**src/hw/cart_io_macros.svh**
```systemverilog
/*
 * Build constants of the I/O cartridge core.
 * The port base must sit on an 8-port boundary. Each channel takes two ports.
 * A FIFO depth above 15 no longer fits the 4-bit fill count of the status byte.
 */
`ifndef CART_IO_MACROS_SVH
`define CART_IO_MACROS_SVH

// ----------------------------------------------------------------------
// slot decode
// ----------------------------------------------------------------------
`define CART_IO_BASE		8'h40	// first decoded i/o port, data port of channel 0

// ----------------------------------------------------------------------
// mailbox sizing
// ----------------------------------------------------------------------
`define CART_NUM_CHANNELS	4		// data + status port each
`define CART_FIFO_DEPTH		8		// bytes per mailbox
`define CART_REQ_DEPTH		2		// front end queue, one read plus one write

`endif

```
**src/hw/cart_io_pkg.sv**
```systemverilog
/*
 * Types shared by the slot front end, the mailboxes and the merger.
 * The request carries the channel index, so the channel count is capped at
 * four by the width of the index type.
 */
package cart_io_pkg;

	// ----------------------------------------------------------------------
	// internal bus
	// ----------------------------------------------------------------------
	typedef logic [1:0] chan_idx_t;		// mailbox select

	typedef struct packed {
		chan_idx_t	chan;			// target mailbox
		logic		is_status;		// odd port, status/control
		logic		write;			// host write when set
		logic [7:0]	wdata;			// don't care for reads
	} bus_req_t;

	typedef struct packed {
		logic [7:0]	rdata;
		logic		rdata_en;		// one-cycle strobe, qualifies rdata
	} bus_rsp_t;

	// ----------------------------------------------------------------------
	// status byte of a mailbox
	// ----------------------------------------------------------------------
	localparam int STAT_IE_BIT		= 7;	// interrupt enable, also the write bit
	localparam int STAT_FULL_BIT	= 6;
	localparam int STAT_EMPTY_BIT	= 5;
	localparam int STAT_COUNT_MSB	= 3;	// bit 4 reads as zero
	localparam int STAT_COUNT_LSB	= 0;

endpackage

```
**src/hw/sync_fifo.sv**
```systemverilog
/*
 * Single-clock FIFO with first-word fall-through.
 * rdata shows the head entry whenever empty is low, and pop removes it.
 * A push while full is dropped and a pop while empty is ignored.
 * DEPTH must be 2 or more.
 */
`timescale 1ns/1ps

module sync_fifo #(
	parameter type	payload_t	= logic [7:0],
	parameter int	DEPTH		= 8
) (
	input	logic						clk85m,
	input	logic						rst,
	input	logic						push,
	input	payload_t					wdata,
	input	logic						pop,
	output	payload_t					rdata,
	output	logic						empty,
	output	logic						full,
	output	logic [$clog2(DEPTH+1)-1:0]	count
);
	localparam int AW = $clog2(DEPTH);		// pointer width
	localparam int CW = $clog2(DEPTH + 1);	// occupancy width, counts up to DEPTH

	payload_t		mem [DEPTH];			// storage, no reset
	logic [AW-1:0]	wr_ptr;
	logic [AW-1:0]	rd_ptr;
	logic			do_push;
	logic			do_pop;

	// wrap at DEPTH, which need not be a power of two
	function automatic logic [AW-1:0] ptr_inc(input logic [AW-1:0] p);
		return (p == AW'(DEPTH - 1)) ? '0 : p + 1'b1;
	endfunction

	assign do_push	= push && !full;		// overflow lost
	assign do_pop	= pop && !empty;
	assign empty	= (count == '0);
	assign full		= (count == CW'(DEPTH));
	assign rdata	= mem[rd_ptr];			// head visible in the pop cycle

	always_ff @(posedge clk85m) begin
		if (rst) begin
			wr_ptr	<= '0;
			rd_ptr	<= '0;
			count	<= '0;
		end else begin
			if (do_push)
				wr_ptr <= ptr_inc(wr_ptr);
			if (do_pop)
				rd_ptr <= ptr_inc(rd_ptr);
			case ({do_push, do_pop})
				2'b10:		count <= count + 1'b1;
				2'b01:		count <= count - 1'b1;
				default:	;						// both or neither, level unchanged
			endcase
		end
	end

	always_ff @(posedge clk85m) begin
		if (do_push) begin
			mem[wr_ptr] <= wdata;
		end
	end

endmodule

```
**src/hw/slot_frontend.sv**
```systemverilog
/*
 * Slot side of the core. iorq_n, rd_n and wr_n pass a two-flop synchronizer.
 * slot_a and slot_d_in are taken unsynchronized at the detected edge, so the
 * host holds them stable while its strobe is low and honors slot_wait.
 * Only the eight ports from the base are decoded and all others are ignored.
 * A read completes 6 clocks after the pin edge when the queue is empty.
 */
`timescale 1ns/1ps
`include "cart_io_macros.svh"

module slot_frontend (
	input	logic							clk85m,
	input	logic							rst,
	input	logic							slot_iorq_n,
	input	logic							slot_rd_n,
	input	logic							slot_wr_n,
	input	logic [7:0]						slot_a,
	input	logic [7:0]						slot_d_in,
	input	cart_io_pkg::bus_rsp_t			rsp,		// merged read response
	output	logic							slot_wait,
	output	logic [7:0]						slot_d_out,
	output	logic							slot_d_oe,
	output	logic [`CART_NUM_CHANNELS-1:0]	req_valid,	// one-hot, one cycle
	output	cart_io_pkg::bus_req_t			req
);
	import cart_io_pkg::*;

	logic		iorq_meta;		// first sync stage
	logic		rd_meta;
	logic		wr_meta;
	logic		iorq_sync;		// second sync stage
	logic		rd_sync;
	logic		wr_sync;
	logic		rd_prev;		// for edge detect
	logic		wr_prev;

	logic [7:0]	port_ofs;
	logic		in_range;
	logic		rd_start;
	logic		wr_start;
	logic		capture;
	bus_req_t	new_req;

	bus_req_t	q_head;
	logic		q_empty;
	logic		q_pop;

	logic		rd_pending;		// read waiting for its response
	logic		wr_pending;		// write still in the queue
	logic		d_oe_q;

	// ----------------------------------------------------------------------
	// strobe synchronizer and edge detect
	// ----------------------------------------------------------------------
	always_ff @(posedge clk85m) begin
		if (rst) begin
			iorq_meta	<= 1'b1;		// strobes idle high
			rd_meta		<= 1'b1;
			wr_meta		<= 1'b1;
			iorq_sync	<= 1'b1;
			rd_sync		<= 1'b1;
			wr_sync		<= 1'b1;
			rd_prev		<= 1'b1;
			wr_prev		<= 1'b1;
		end else begin
			iorq_meta	<= slot_iorq_n;
			rd_meta		<= slot_rd_n;
			wr_meta		<= slot_wr_n;
			iorq_sync	<= iorq_meta;
			rd_sync		<= rd_meta;
			wr_sync		<= wr_meta;
			rd_prev		<= rd_sync;
			wr_prev		<= wr_sync;
		end
	end

	assign rd_start	= !iorq_sync && !rd_sync && rd_prev;	// falling rd_n inside iorq
	assign wr_start	= !iorq_sync && !wr_sync && wr_prev;

	// ----------------------------------------------------------------------
	// port decode and request build
	// ----------------------------------------------------------------------
	assign port_ofs	= slot_a - `CART_IO_BASE;			// wraps below base, fails range
	assign in_range	= (port_ofs < 8'(2 * `CART_NUM_CHANNELS));
	assign capture	= (rd_start || wr_start) && in_range;

	always_comb begin
		new_req.chan		= port_ofs[2:1];	// two ports per channel
		new_req.is_status	= port_ofs[0];		// odd port
		new_req.write		= !rd_start;		// rd wins if both strobes fall
		new_req.wdata		= slot_d_in;
	end

	// ----------------------------------------------------------------------
	// request queue and dispatch
	// ----------------------------------------------------------------------
	sync_fifo #(
		.payload_t	(bus_req_t),
		.DEPTH		(`CART_REQ_DEPTH)
	) u_req_q (
		.clk85m		(clk85m),
		.rst		(rst),
		.push		(capture),
		.wdata		(new_req),
		.pop		(q_pop),
		.rdata		(q_head),
		.empty		(q_empty),
		.full		(),					// host waits, queue never overflows
		.count		()
	);

	assign q_pop	= !q_empty;			// channels take a request every cycle
	assign req		= q_head;

	always_comb begin
		req_valid = '0;
		if (!q_empty) begin
			req_valid[q_head.chan] = 1'b1;
		end
	end

	// ----------------------------------------------------------------------
	// wait generation and read data latch
	// ----------------------------------------------------------------------
	always_ff @(posedge clk85m) begin
		if (rst) begin
			rd_pending	<= 1'b0;
			wr_pending	<= 1'b0;
			d_oe_q		<= 1'b0;
		end else begin
			if (capture && rd_start)
				rd_pending <= 1'b1;
			else if (rsp.rdata_en)
				rd_pending <= 1'b0;				// data arrives this cycle

			if (capture && !rd_start)
				wr_pending <= 1'b1;
			else if (q_pop && q_head.write)
				wr_pending <= 1'b0;				// write handed to its channel

			if (rsp.rdata_en && rd_pending)
				d_oe_q <= 1'b1;
			else if (rd_sync)
				d_oe_q <= 1'b0;					// host released rd_n
		end
	end

	always_ff @(posedge clk85m) begin
		if (rsp.rdata_en && rd_pending) begin
			slot_d_out <= rsp.rdata;			// held for the rest of the cycle
		end
	end

	assign slot_wait	= rd_pending || wr_pending;
	assign slot_d_oe	= d_oe_q && !rd_sync;		// drop at once on rd_n release

endmodule

```
**src/hw/mailbox_channel.sv**
```systemverilog
/*
 * One mailbox. The data port pushes to and pops from a byte FIFO, and the
 * status port reads flags and fill count and writes the interrupt enable.
 * A write to a full mailbox is lost and a read of an empty one gives 8'hFF.
 * The response comes one cycle after the request.
 */
`timescale 1ns/1ps
`include "cart_io_macros.svh"

module mailbox_channel (
	input	logic					clk85m,
	input	logic					rst,
	input	logic					req_valid,		// one-cycle strobe
	input	cart_io_pkg::bus_req_t	req,
	output	cart_io_pkg::bus_rsp_t	rsp,
	output	logic					irq_pending
);
	import cart_io_pkg::*;

	localparam int CNT_W = $clog2(`CART_FIFO_DEPTH + 1);

	logic				push;
	logic				pop;
	logic				stat_wr;
	logic				rd_req;
	logic [7:0]			fifo_rdata;
	logic				fifo_empty;
	logic				fifo_full;
	logic [CNT_W-1:0]	fifo_count;
	logic [7:0]			status;
	logic				irq_en;
	logic [7:0]			rdata_q;
	logic				rdata_en_q;

	// ----------------------------------------------------------------------
	// request split
	// ----------------------------------------------------------------------
	assign push		= req_valid && req.write && !req.is_status;
	assign pop		= req_valid && !req.write && !req.is_status;
	assign stat_wr	= req_valid && req.write && req.is_status;
	assign rd_req	= req_valid && !req.write;		// data or status read

	sync_fifo #(
		.payload_t	(logic [7:0]),
		.DEPTH		(`CART_FIFO_DEPTH)
	) u_fifo (
		.clk85m		(clk85m),
		.rst		(rst),
		.push		(push),
		.wdata		(req.wdata),
		.pop		(pop),
		.rdata		(fifo_rdata),
		.empty		(fifo_empty),
		.full		(fifo_full),
		.count		(fifo_count)
	);

	always_comb begin
		status									= '0;
		status[STAT_IE_BIT]						= irq_en;
		status[STAT_FULL_BIT]					= fifo_full;
		status[STAT_EMPTY_BIT]					= fifo_empty;
		status[STAT_COUNT_MSB:STAT_COUNT_LSB]	= fifo_count;
	end

	// ----------------------------------------------------------------------
	// interrupt enable and read response
	// ----------------------------------------------------------------------
	always_ff @(posedge clk85m) begin
		if (rst) begin
			irq_en		<= 1'b0;
			rdata_en_q	<= 1'b0;
		end else begin
			rdata_en_q	<= rd_req;
			if (stat_wr)
				irq_en <= req.wdata[STAT_IE_BIT];
		end
	end

	always_ff @(posedge clk85m) begin
		if (rd_req) begin
			if (req.is_status)
				rdata_q <= status;
			else if (fifo_empty)
				rdata_q <= 8'hFF;				// nothing to pop
			else
				rdata_q <= fifo_rdata;			// head, popped in this cycle
		end
	end

	assign rsp			= '{rdata: rdata_q, rdata_en: rdata_en_q};
	assign irq_pending	= irq_en && !fifo_empty;

endmodule

```
**src/hw/read_merger.sv**
```systemverilog
/*
 * Merges the channel read responses. Only one channel may answer in a
 * cycle, which holds while the front end dispatches one request per cycle.
 * Response and interrupt each leave through one register stage.
 */
`timescale 1ns/1ps
`include "cart_io_macros.svh"

module read_merger (
	input	logic							clk85m,
	input	logic							rst,
	input	cart_io_pkg::bus_rsp_t			ch_rsp [`CART_NUM_CHANNELS],
	input	logic [`CART_NUM_CHANNELS-1:0]	ch_irq,
	output	cart_io_pkg::bus_rsp_t			rsp,
	output	logic							slot_intr
);
	import cart_io_pkg::*;

	bus_rsp_t						merged;
	logic [`CART_NUM_CHANNELS-1:0]	en_vec;		// per-channel strobes
	logic [7:0]						rdata_q;
	logic							rdata_en_q;

	always_comb begin
		merged = '0;
		for (int i = 0; i < `CART_NUM_CHANNELS; i++) begin
			en_vec[i]		= ch_rsp[i].rdata_en;
			merged.rdata_en	= merged.rdata_en | ch_rsp[i].rdata_en;
			merged.rdata	= merged.rdata | (ch_rsp[i].rdata & {8{ch_rsp[i].rdata_en}});
		end
	end

	always_ff @(posedge clk85m) begin
		if (rst) begin
			rdata_en_q	<= 1'b0;
			slot_intr	<= 1'b0;
		end else begin
			rdata_en_q	<= merged.rdata_en;
			slot_intr	<= |ch_irq;				// any enabled mailbox with data
			assert ($countones(en_vec) <= 1)
				else $error("read_merger: %0d channels answered together",
					$countones(en_vec));
		end
	end

	always_ff @(posedge clk85m) begin
		rdata_q <= merged.rdata;
	end

	assign rsp = '{rdata: rdata_q, rdata_en: rdata_en_q};

endmodule

```
**src/hw/cart_io_top.sv**
```systemverilog
/*
 * I/O cartridge core for one slot, four mailboxes behind eight ports.
 * The bidirectional data pad sits outside and uses slot_d_in, slot_d_out and
 * slot_d_oe. rst is synchronous to clk85m and active high, and clock and
 * reset generation are outside this core.
 */
`timescale 1ns/1ps
`include "cart_io_macros.svh"

module cart_io_top (
	input	logic			clk85m,			// 85.9 MHz
	input	logic			rst,
	input	logic			slot_iorq_n,
	input	logic			slot_rd_n,
	input	logic			slot_wr_n,
	input	logic [7:0]		slot_a,
	input	logic [7:0]		slot_d_in,
	output	logic			slot_wait,
	output	logic [7:0]		slot_d_out,
	output	logic			slot_d_oe,		// pad drive enable
	output	logic			slot_intr
);
	import cart_io_pkg::*;

	logic [`CART_NUM_CHANNELS-1:0]	req_valid;
	bus_req_t						req;		// shared by all channels
	bus_rsp_t						ch_rsp [`CART_NUM_CHANNELS];
	logic [`CART_NUM_CHANNELS-1:0]	ch_irq;
	bus_rsp_t						mrg_rsp;

	// ----------------------------------------------------------------------
	// slot front end
	// ----------------------------------------------------------------------
	slot_frontend u_frontend (
		.clk85m			(clk85m),
		.rst			(rst),
		.slot_iorq_n	(slot_iorq_n),
		.slot_rd_n		(slot_rd_n),
		.slot_wr_n		(slot_wr_n),
		.slot_a			(slot_a),
		.slot_d_in		(slot_d_in),
		.rsp			(mrg_rsp),
		.slot_wait		(slot_wait),
		.slot_d_out		(slot_d_out),
		.slot_d_oe		(slot_d_oe),
		.req_valid		(req_valid),
		.req			(req)
	);

	// ----------------------------------------------------------------------
	// mailboxes
	// ----------------------------------------------------------------------
	for (genvar i = 0; i < `CART_NUM_CHANNELS; i++) begin : gen_chan
		mailbox_channel u_chan (
			.clk85m			(clk85m),
			.rst			(rst),
			.req_valid		(req_valid[i]),
			.req			(req),
			.rsp			(ch_rsp[i]),
			.irq_pending	(ch_irq[i])
		);
	end

	read_merger u_merger (
		.clk85m			(clk85m),
		.rst			(rst),
		.ch_rsp			(ch_rsp),
		.ch_irq			(ch_irq),
		.rsp			(mrg_rsp),
		.slot_intr		(slot_intr)
	);

endmodule

```
**config.mk**
```make
export PLATFORM = sky130hd
export DESIGN_NAME = cart_io_top
export DESIGN_NICKNAME = d
export VERILOG_FILES = /design/src/hw/cart_io_pkg.sv /design/src/hw/sync_fifo.sv /design/src/hw/slot_frontend.sv /design/src/hw/mailbox_channel.sv /design/src/hw/read_merger.sv /design/src/hw/cart_io_top.sv
export VERILOG_INCLUDE_DIRS = /design/src /design/src/hw
export SDC_FILE = /design/constraint.sdc
export NUM_CORES = 1
export LEC_CHECK = 0
export BUFFER_PORTS_ARGS = -buffer_cell sky130_fd_sc_hd__buf_2
export CAP_MARGIN = 20
export CORE_MARGIN = 4
export CORE_UTILIZATION = 60
export CTS_CLUSTER_SIZE = 8
export DETAILED_ROUTE_END_ITERATION = 8
export PLACE_DENSITY = 0.77
export SYNTH_ARGS = -nofsm -noshare
export SYNTH_HDL_FRONTEND = slang
export SYNTH_SLANG_ARGS = --single-unit
```
**constraint.sdc**
```tcl
create_clock -name clk85m -period 4.05 [get_ports clk85m]
set_input_delay 0.81 -clock clk85m [delete_from_list [all_inputs] [get_ports clk85m]]
set_output_delay 0.81 -clock clk85m [all_outputs]
set_load 0.05 [all_outputs]
```
==> metrics list <==
- Number of buffers created by CTS: 56
- The floorplan step set the die height to 172 microns.
- The HPWL after detailed placement is 20800 microns.
- At the placement stage, the worst setup path has a slack of roughly 0.76 ns.
* Die area: 29500 sq um
- A synthesized cell averages 16.4 sq um.
- Residual DRC: 0
* Number of buffers and inverters on the critical path: 1
- GR Overflow Total: 0
- Summing the areas of all compound-gate instances in the mapped netlist gives between 5 and 6% of the synthesized area.
- Number of levels in the clock H-tree: 2
* Chip width: 172 microns
* Critical path data required time: approximately 4.5 ns
* Detailed Route WL: approximately 34000 microns
* Combinational family with the most area after synthesis: multiplexers
* Standard-cell rows: between 50 and 60
- Worst slew margin: 32.9%
* Via count of the first global-routing pass: between 9000 and 10000
- Along the worst path, the maximum fanout reaches 16.
- Maximum clock skew at final layout: roughly 0.024 ns
- Global-route wire length before repair: 52400 microns
- Wire length on met1: 14200 microns
* Number of enable flip-flop cells after synthesis: between 300 and 400
- Gates resized during post-CTS repair numbered 0.
- WL met2: about 16000 microns
* Share of async-settable or async-resettable flops after synthesis: 0%
- At the end of routability-driven placement, the weighted congestion stood at 0.870.
- Measured against the total synthesized area, the mux share comes to about an eighth.
- Final hold viol count: 0
- Post-Synth Adder-Cell Area: between 2 and 2.5%
- The later pin in the worst-skew pair is clocked with a latency of 0.56 ns.
- CTS tree: built
- Hold/Removal Path Class: register to register
- Gate count after technology mapping: 982
- Primary flip-flop cell chosen by synthesis mapping: sky130_fd_sc_hd__edfxtp_1
* Number of sinks handled by clock tree synthesis: 406
- After layout, the worst setup slack is between 0.6 and 0.7 ns.
* Number of buffers inserted to repair setup after CTS: 0
- Entering global routing, the biggest net connects 35 pins.
- In this run the power density over the cells is about 470 nW/um^2.
* Number of max-capacitance violations reported: 0
* Number of port buffers: 31
- Summing the areas of all xor and xnor instances in the mapped netlist gives 0.761% of the synthesized area.
* Number of vias after detailed routing: 9098
- In this run the standard cell core region covers 26200 sq um.
* Outcome: complete, no violations
* Highest Signal Layer: met4
- Relative to the synthesized area, the layout overhead comes to 15.0%.
- Detailed-route wire length per cell: between 20 and 25 microns
* Transition at the pin with the smallest max-transition slack: around 1 ns
- Global routing usage summed across all routing layers: between 20% and 30%
* Leading cell type in the layout, fill and taps excluded: sky130_fd_sc_hd__edfxtp_1
- Seq cells post-synth: 406
- The smallest clock period supported by the final layout is computed as approximately 3.4 ns.
* Antenna-violating nets left: 0
* Number of warning messages in the yosys log: 0
- Critical-path cell list: mux2i_1 -> nand3b_1 -> buf_4 -> nor3_1 -> ha_1 -> xor2_1 -> ha_1 -> a21oi_1 -> xor2_1 -> or3_1 -> a21oi_1
- Worst setup endpoint: gen_chan[2].u_chan.u_fifo.count[2]
- CP peak stage delay: 0.65 ns
- Count of cell instances traversed by the critical path: 11
* CTS Hold Buffers Added: 0
- First drt pass iteration count: 5
* Endpoint of the worst register-to-register path: gen_chan[2].u_chan.u_fifo.count[2]
- Cell type group with the largest total delay on the critical path: simple AND/OR/NAND/NOR gates
- Post-synthesis sequential area ratio: 70.3%
- Yosys mapped the design onto 49 distinct sky130hd cell types.
- Vias per std cell: 6.27
- The clock passes through at most 3 buffers.
- By startpoint and endpoint, the worst setup path is classified as register to register.
- Root buf cell: sky130_fd_sc_hd__clkbuf_16
- Unrepaired setup endpoints after global routing: no
* Proportion of layout cells with a drive suffix above 1: 21.1%
- Crit path capture type: register
- The worst path uses 84.9% of the clock period.
- After Yosys synthesis, and, or, nand and nor cells account for 7.69% of the synthesized area.
* Net count of the finished layout: 1116
- Final count of pins violating max slew: 0
- Antenna cells: 0
- After clock tree synthesis, the clock-pin slew on the worst setup and hold paths is 0.05 ns.
- For this design the top-level I/O count stands at 32.
- Wire segments on met3 add up to ~2700 microns in the final route.
* Critical Path Start Type: register
- Leaving out fill and tap cells, the most frequent cells in the layout are sky130_fd_sc_hd__edfxtp_1, sky130_fd_sc_hd__dfxtp_1, sky130_fd_sc_hd__a21oi_1.
- Depth of the worst register-to-register path: 11
* Cell with the largest stage delay on the worst path: sky130_fd_sc_hd__dfxtp_1
- TNS Setup: 0 ns
* Largest voltage drop on the vdd net: 0.000325 V
* R2R setup slack: 0.61 ns
- The analysis attributes to cell leakage a power of 6.15 nW.
* Initial antenna violation count: 0
- Number of setup violations in the final report: 0
* Effective utilization at floorplan: 61.5%
- Iter 0 DRT Violations: 942
- Fmax: 291 MHz
* Worst endpoint data arrival time: 3.91 ns
- When the netlist entered floorplanning its net count stood at 1031.
- Cells fill 70.7% of the core in the end.
* Post-Synthesis Cell Area: 16100 sq um
==> cells in the mapped netlist (6+ instances only) <==
cell type | number | area [sq um]
sky130_fd_sc_hd__mux4_2 | 64 | 1440
sky130_fd_sc_hd__nor2_1 | 61 | 229
sky130_fd_sc_hd__edfxtp_1 | 320 | 9610
sky130_fd_sc_hd__or2_2 | 9 | 56.3
sky130_fd_sc_hd__nor2b_1 | 8 | 50.1
sky130_fd_sc_hd__nor4b_1 | 9 | 78.8
sky130_fd_sc_hd__and2_1 | 6 | 37.5
sky130_fd_sc_hd__nand3_1 | 25 | 125
sky130_fd_sc_hd__mux2_2 | 11 | 124
sky130_fd_sc_hd__or4_1 | 8 | 60.1
sky130_fd_sc_hd__o31ai_1 | 12 | 90.1
sky130_fd_sc_hd__dfxtp_1 | 86 | 1720
sky130_fd_sc_hd__mux2i_1 | 41 | 410
sky130_fd_sc_hd__nand2b_1 | 6 | 37.5
sky130_fd_sc_hd__buf_2 | 14 | 70.1
sky130_fd_sc_hd__clkbuf_1 | 27 | 101
sky130_fd_sc_hd__nor3_1 | 19 | 95.1
sky130_fd_sc_hd__ha_1 | 28 | 350
sky130_fd_sc_hd__xor2_1 | 13 | 114
sky130_fd_sc_hd__a21oi_1 | 65 | 325
sky130_fd_sc_hd__a22oi_1 | 22 | 165
sky130_fd_sc_hd__nor3b_1 | 17 | 128
sky130_fd_sc_hd__nand2_1 | 24 | 90.1
sky130_fd_sc_hd__o21ai_0 | 28 | 140
sky130_fd_sc_hd__nor4_1 | 9 | 56.3
==> worst min path at each step <==
stage	to	start	depth (start not counted)	slack (ns)
floorplan	u_frontend.slot_d_out[0]	u_merger.rdata_q[0]	0	0.39
global placement	u_frontend.slot_d_out[1]	u_merger.rdata_q[1]	0	0.39
detailed placement	u_frontend.slot_d_out[2]	u_merger.rdata_q[2]	0	0.39
CTS	u_frontend.slot_d_out[7]	u_merger.rdata_q[7]	0	0.40
global route	u_frontend.slot_d_out[7]	u_merger.rdata_q[7]	0	0.41
finish	u_frontend.slot_d_out[7]	u_merger.rdata_q[7]	0	0.39
==> layer usage <==
| layer | GRT usage, % | vias up |
|---|---|---|
| met1 | 33.7 | 4555 |
| met4 | 9.19 | 0 |
| met5 | 0 | - |
| met2 | 36.7 | 397 |
| li1 | - | 4072 |
| met3 | 4.39 | 74 |
==> area by class of cell <==
type,count,area [sq um]
flip-flops and latches,406,11300
repair buffers,74,558
fillers,1621,7690
inverters,2,7.51
well taps,335,419
clock buffers,104,1600
multi-input cells,527,4580
clock inverters,2,17.5
==> where the power goes <==
| group | internal, mW | switching [mW] | leakage (nW) |
|---|---|---|---|
| Clock | 2.62 | 1.62 | 0.767 |
| Sequential | 4.45 | 0.00124 | 3.58 |
| Combinational | 0.0118 | 0.0222 | 1.80 |
==> flip-flops by register name (all words and copies together), names as in the netlist, 2 cells and up, named ones only <==
| name | count |
|---|---|
| gen_chan.u_chan.irq_en | 4 |
| gen_chan.u_chan.rdata_en_q | 4 |
| gen_chan.u_chan.rdata_q | 32 |
| gen_chan.u_chan.u_fifo.count | 16 |
| gen_chan.u_chan.u_fifo.mem | 256 |
| gen_chan.u_chan.u_fifo.rd_ptr | 12 |
| gen_chan.u_chan.u_fifo.wr_ptr | 12 |
| u_frontend.slot_d_out | 8 |
| u_frontend.u_req_q.count | 2 |
| u_frontend.u_req_q.mem | 24 |
| u_merger.rdata_q | 8 |
==> kinds of logic after synthesis <==
kind of cell	after synthesis
flops	406
simple gates	225
compound gates	143
mux	117
buf+inv	49
fa+ha+maj	28
xor+xnor	14
==> per-stage QoR <==
| stage | hold slack [ns] | cell area (sq um) | power [mW] | instances |
|---|---|---|---|---|
| after global placement | 0.387 | 16800 | 4.56 | 1340 |
| after global routing | 0.407 | 18500 | 8.99 | 1450 |
| after detailed placement | 0.390 | 16800 | 4.56 | 1340 |
| final | 0.395 | 18500 | 8.73 | 1450 |
| after CTS | 0.396 | 18400 | 8.80 | 1446 |
| after floorplan | 0.386 | 16100 | 4.54 | 982 |
Power figures use the tool's default switching activity.
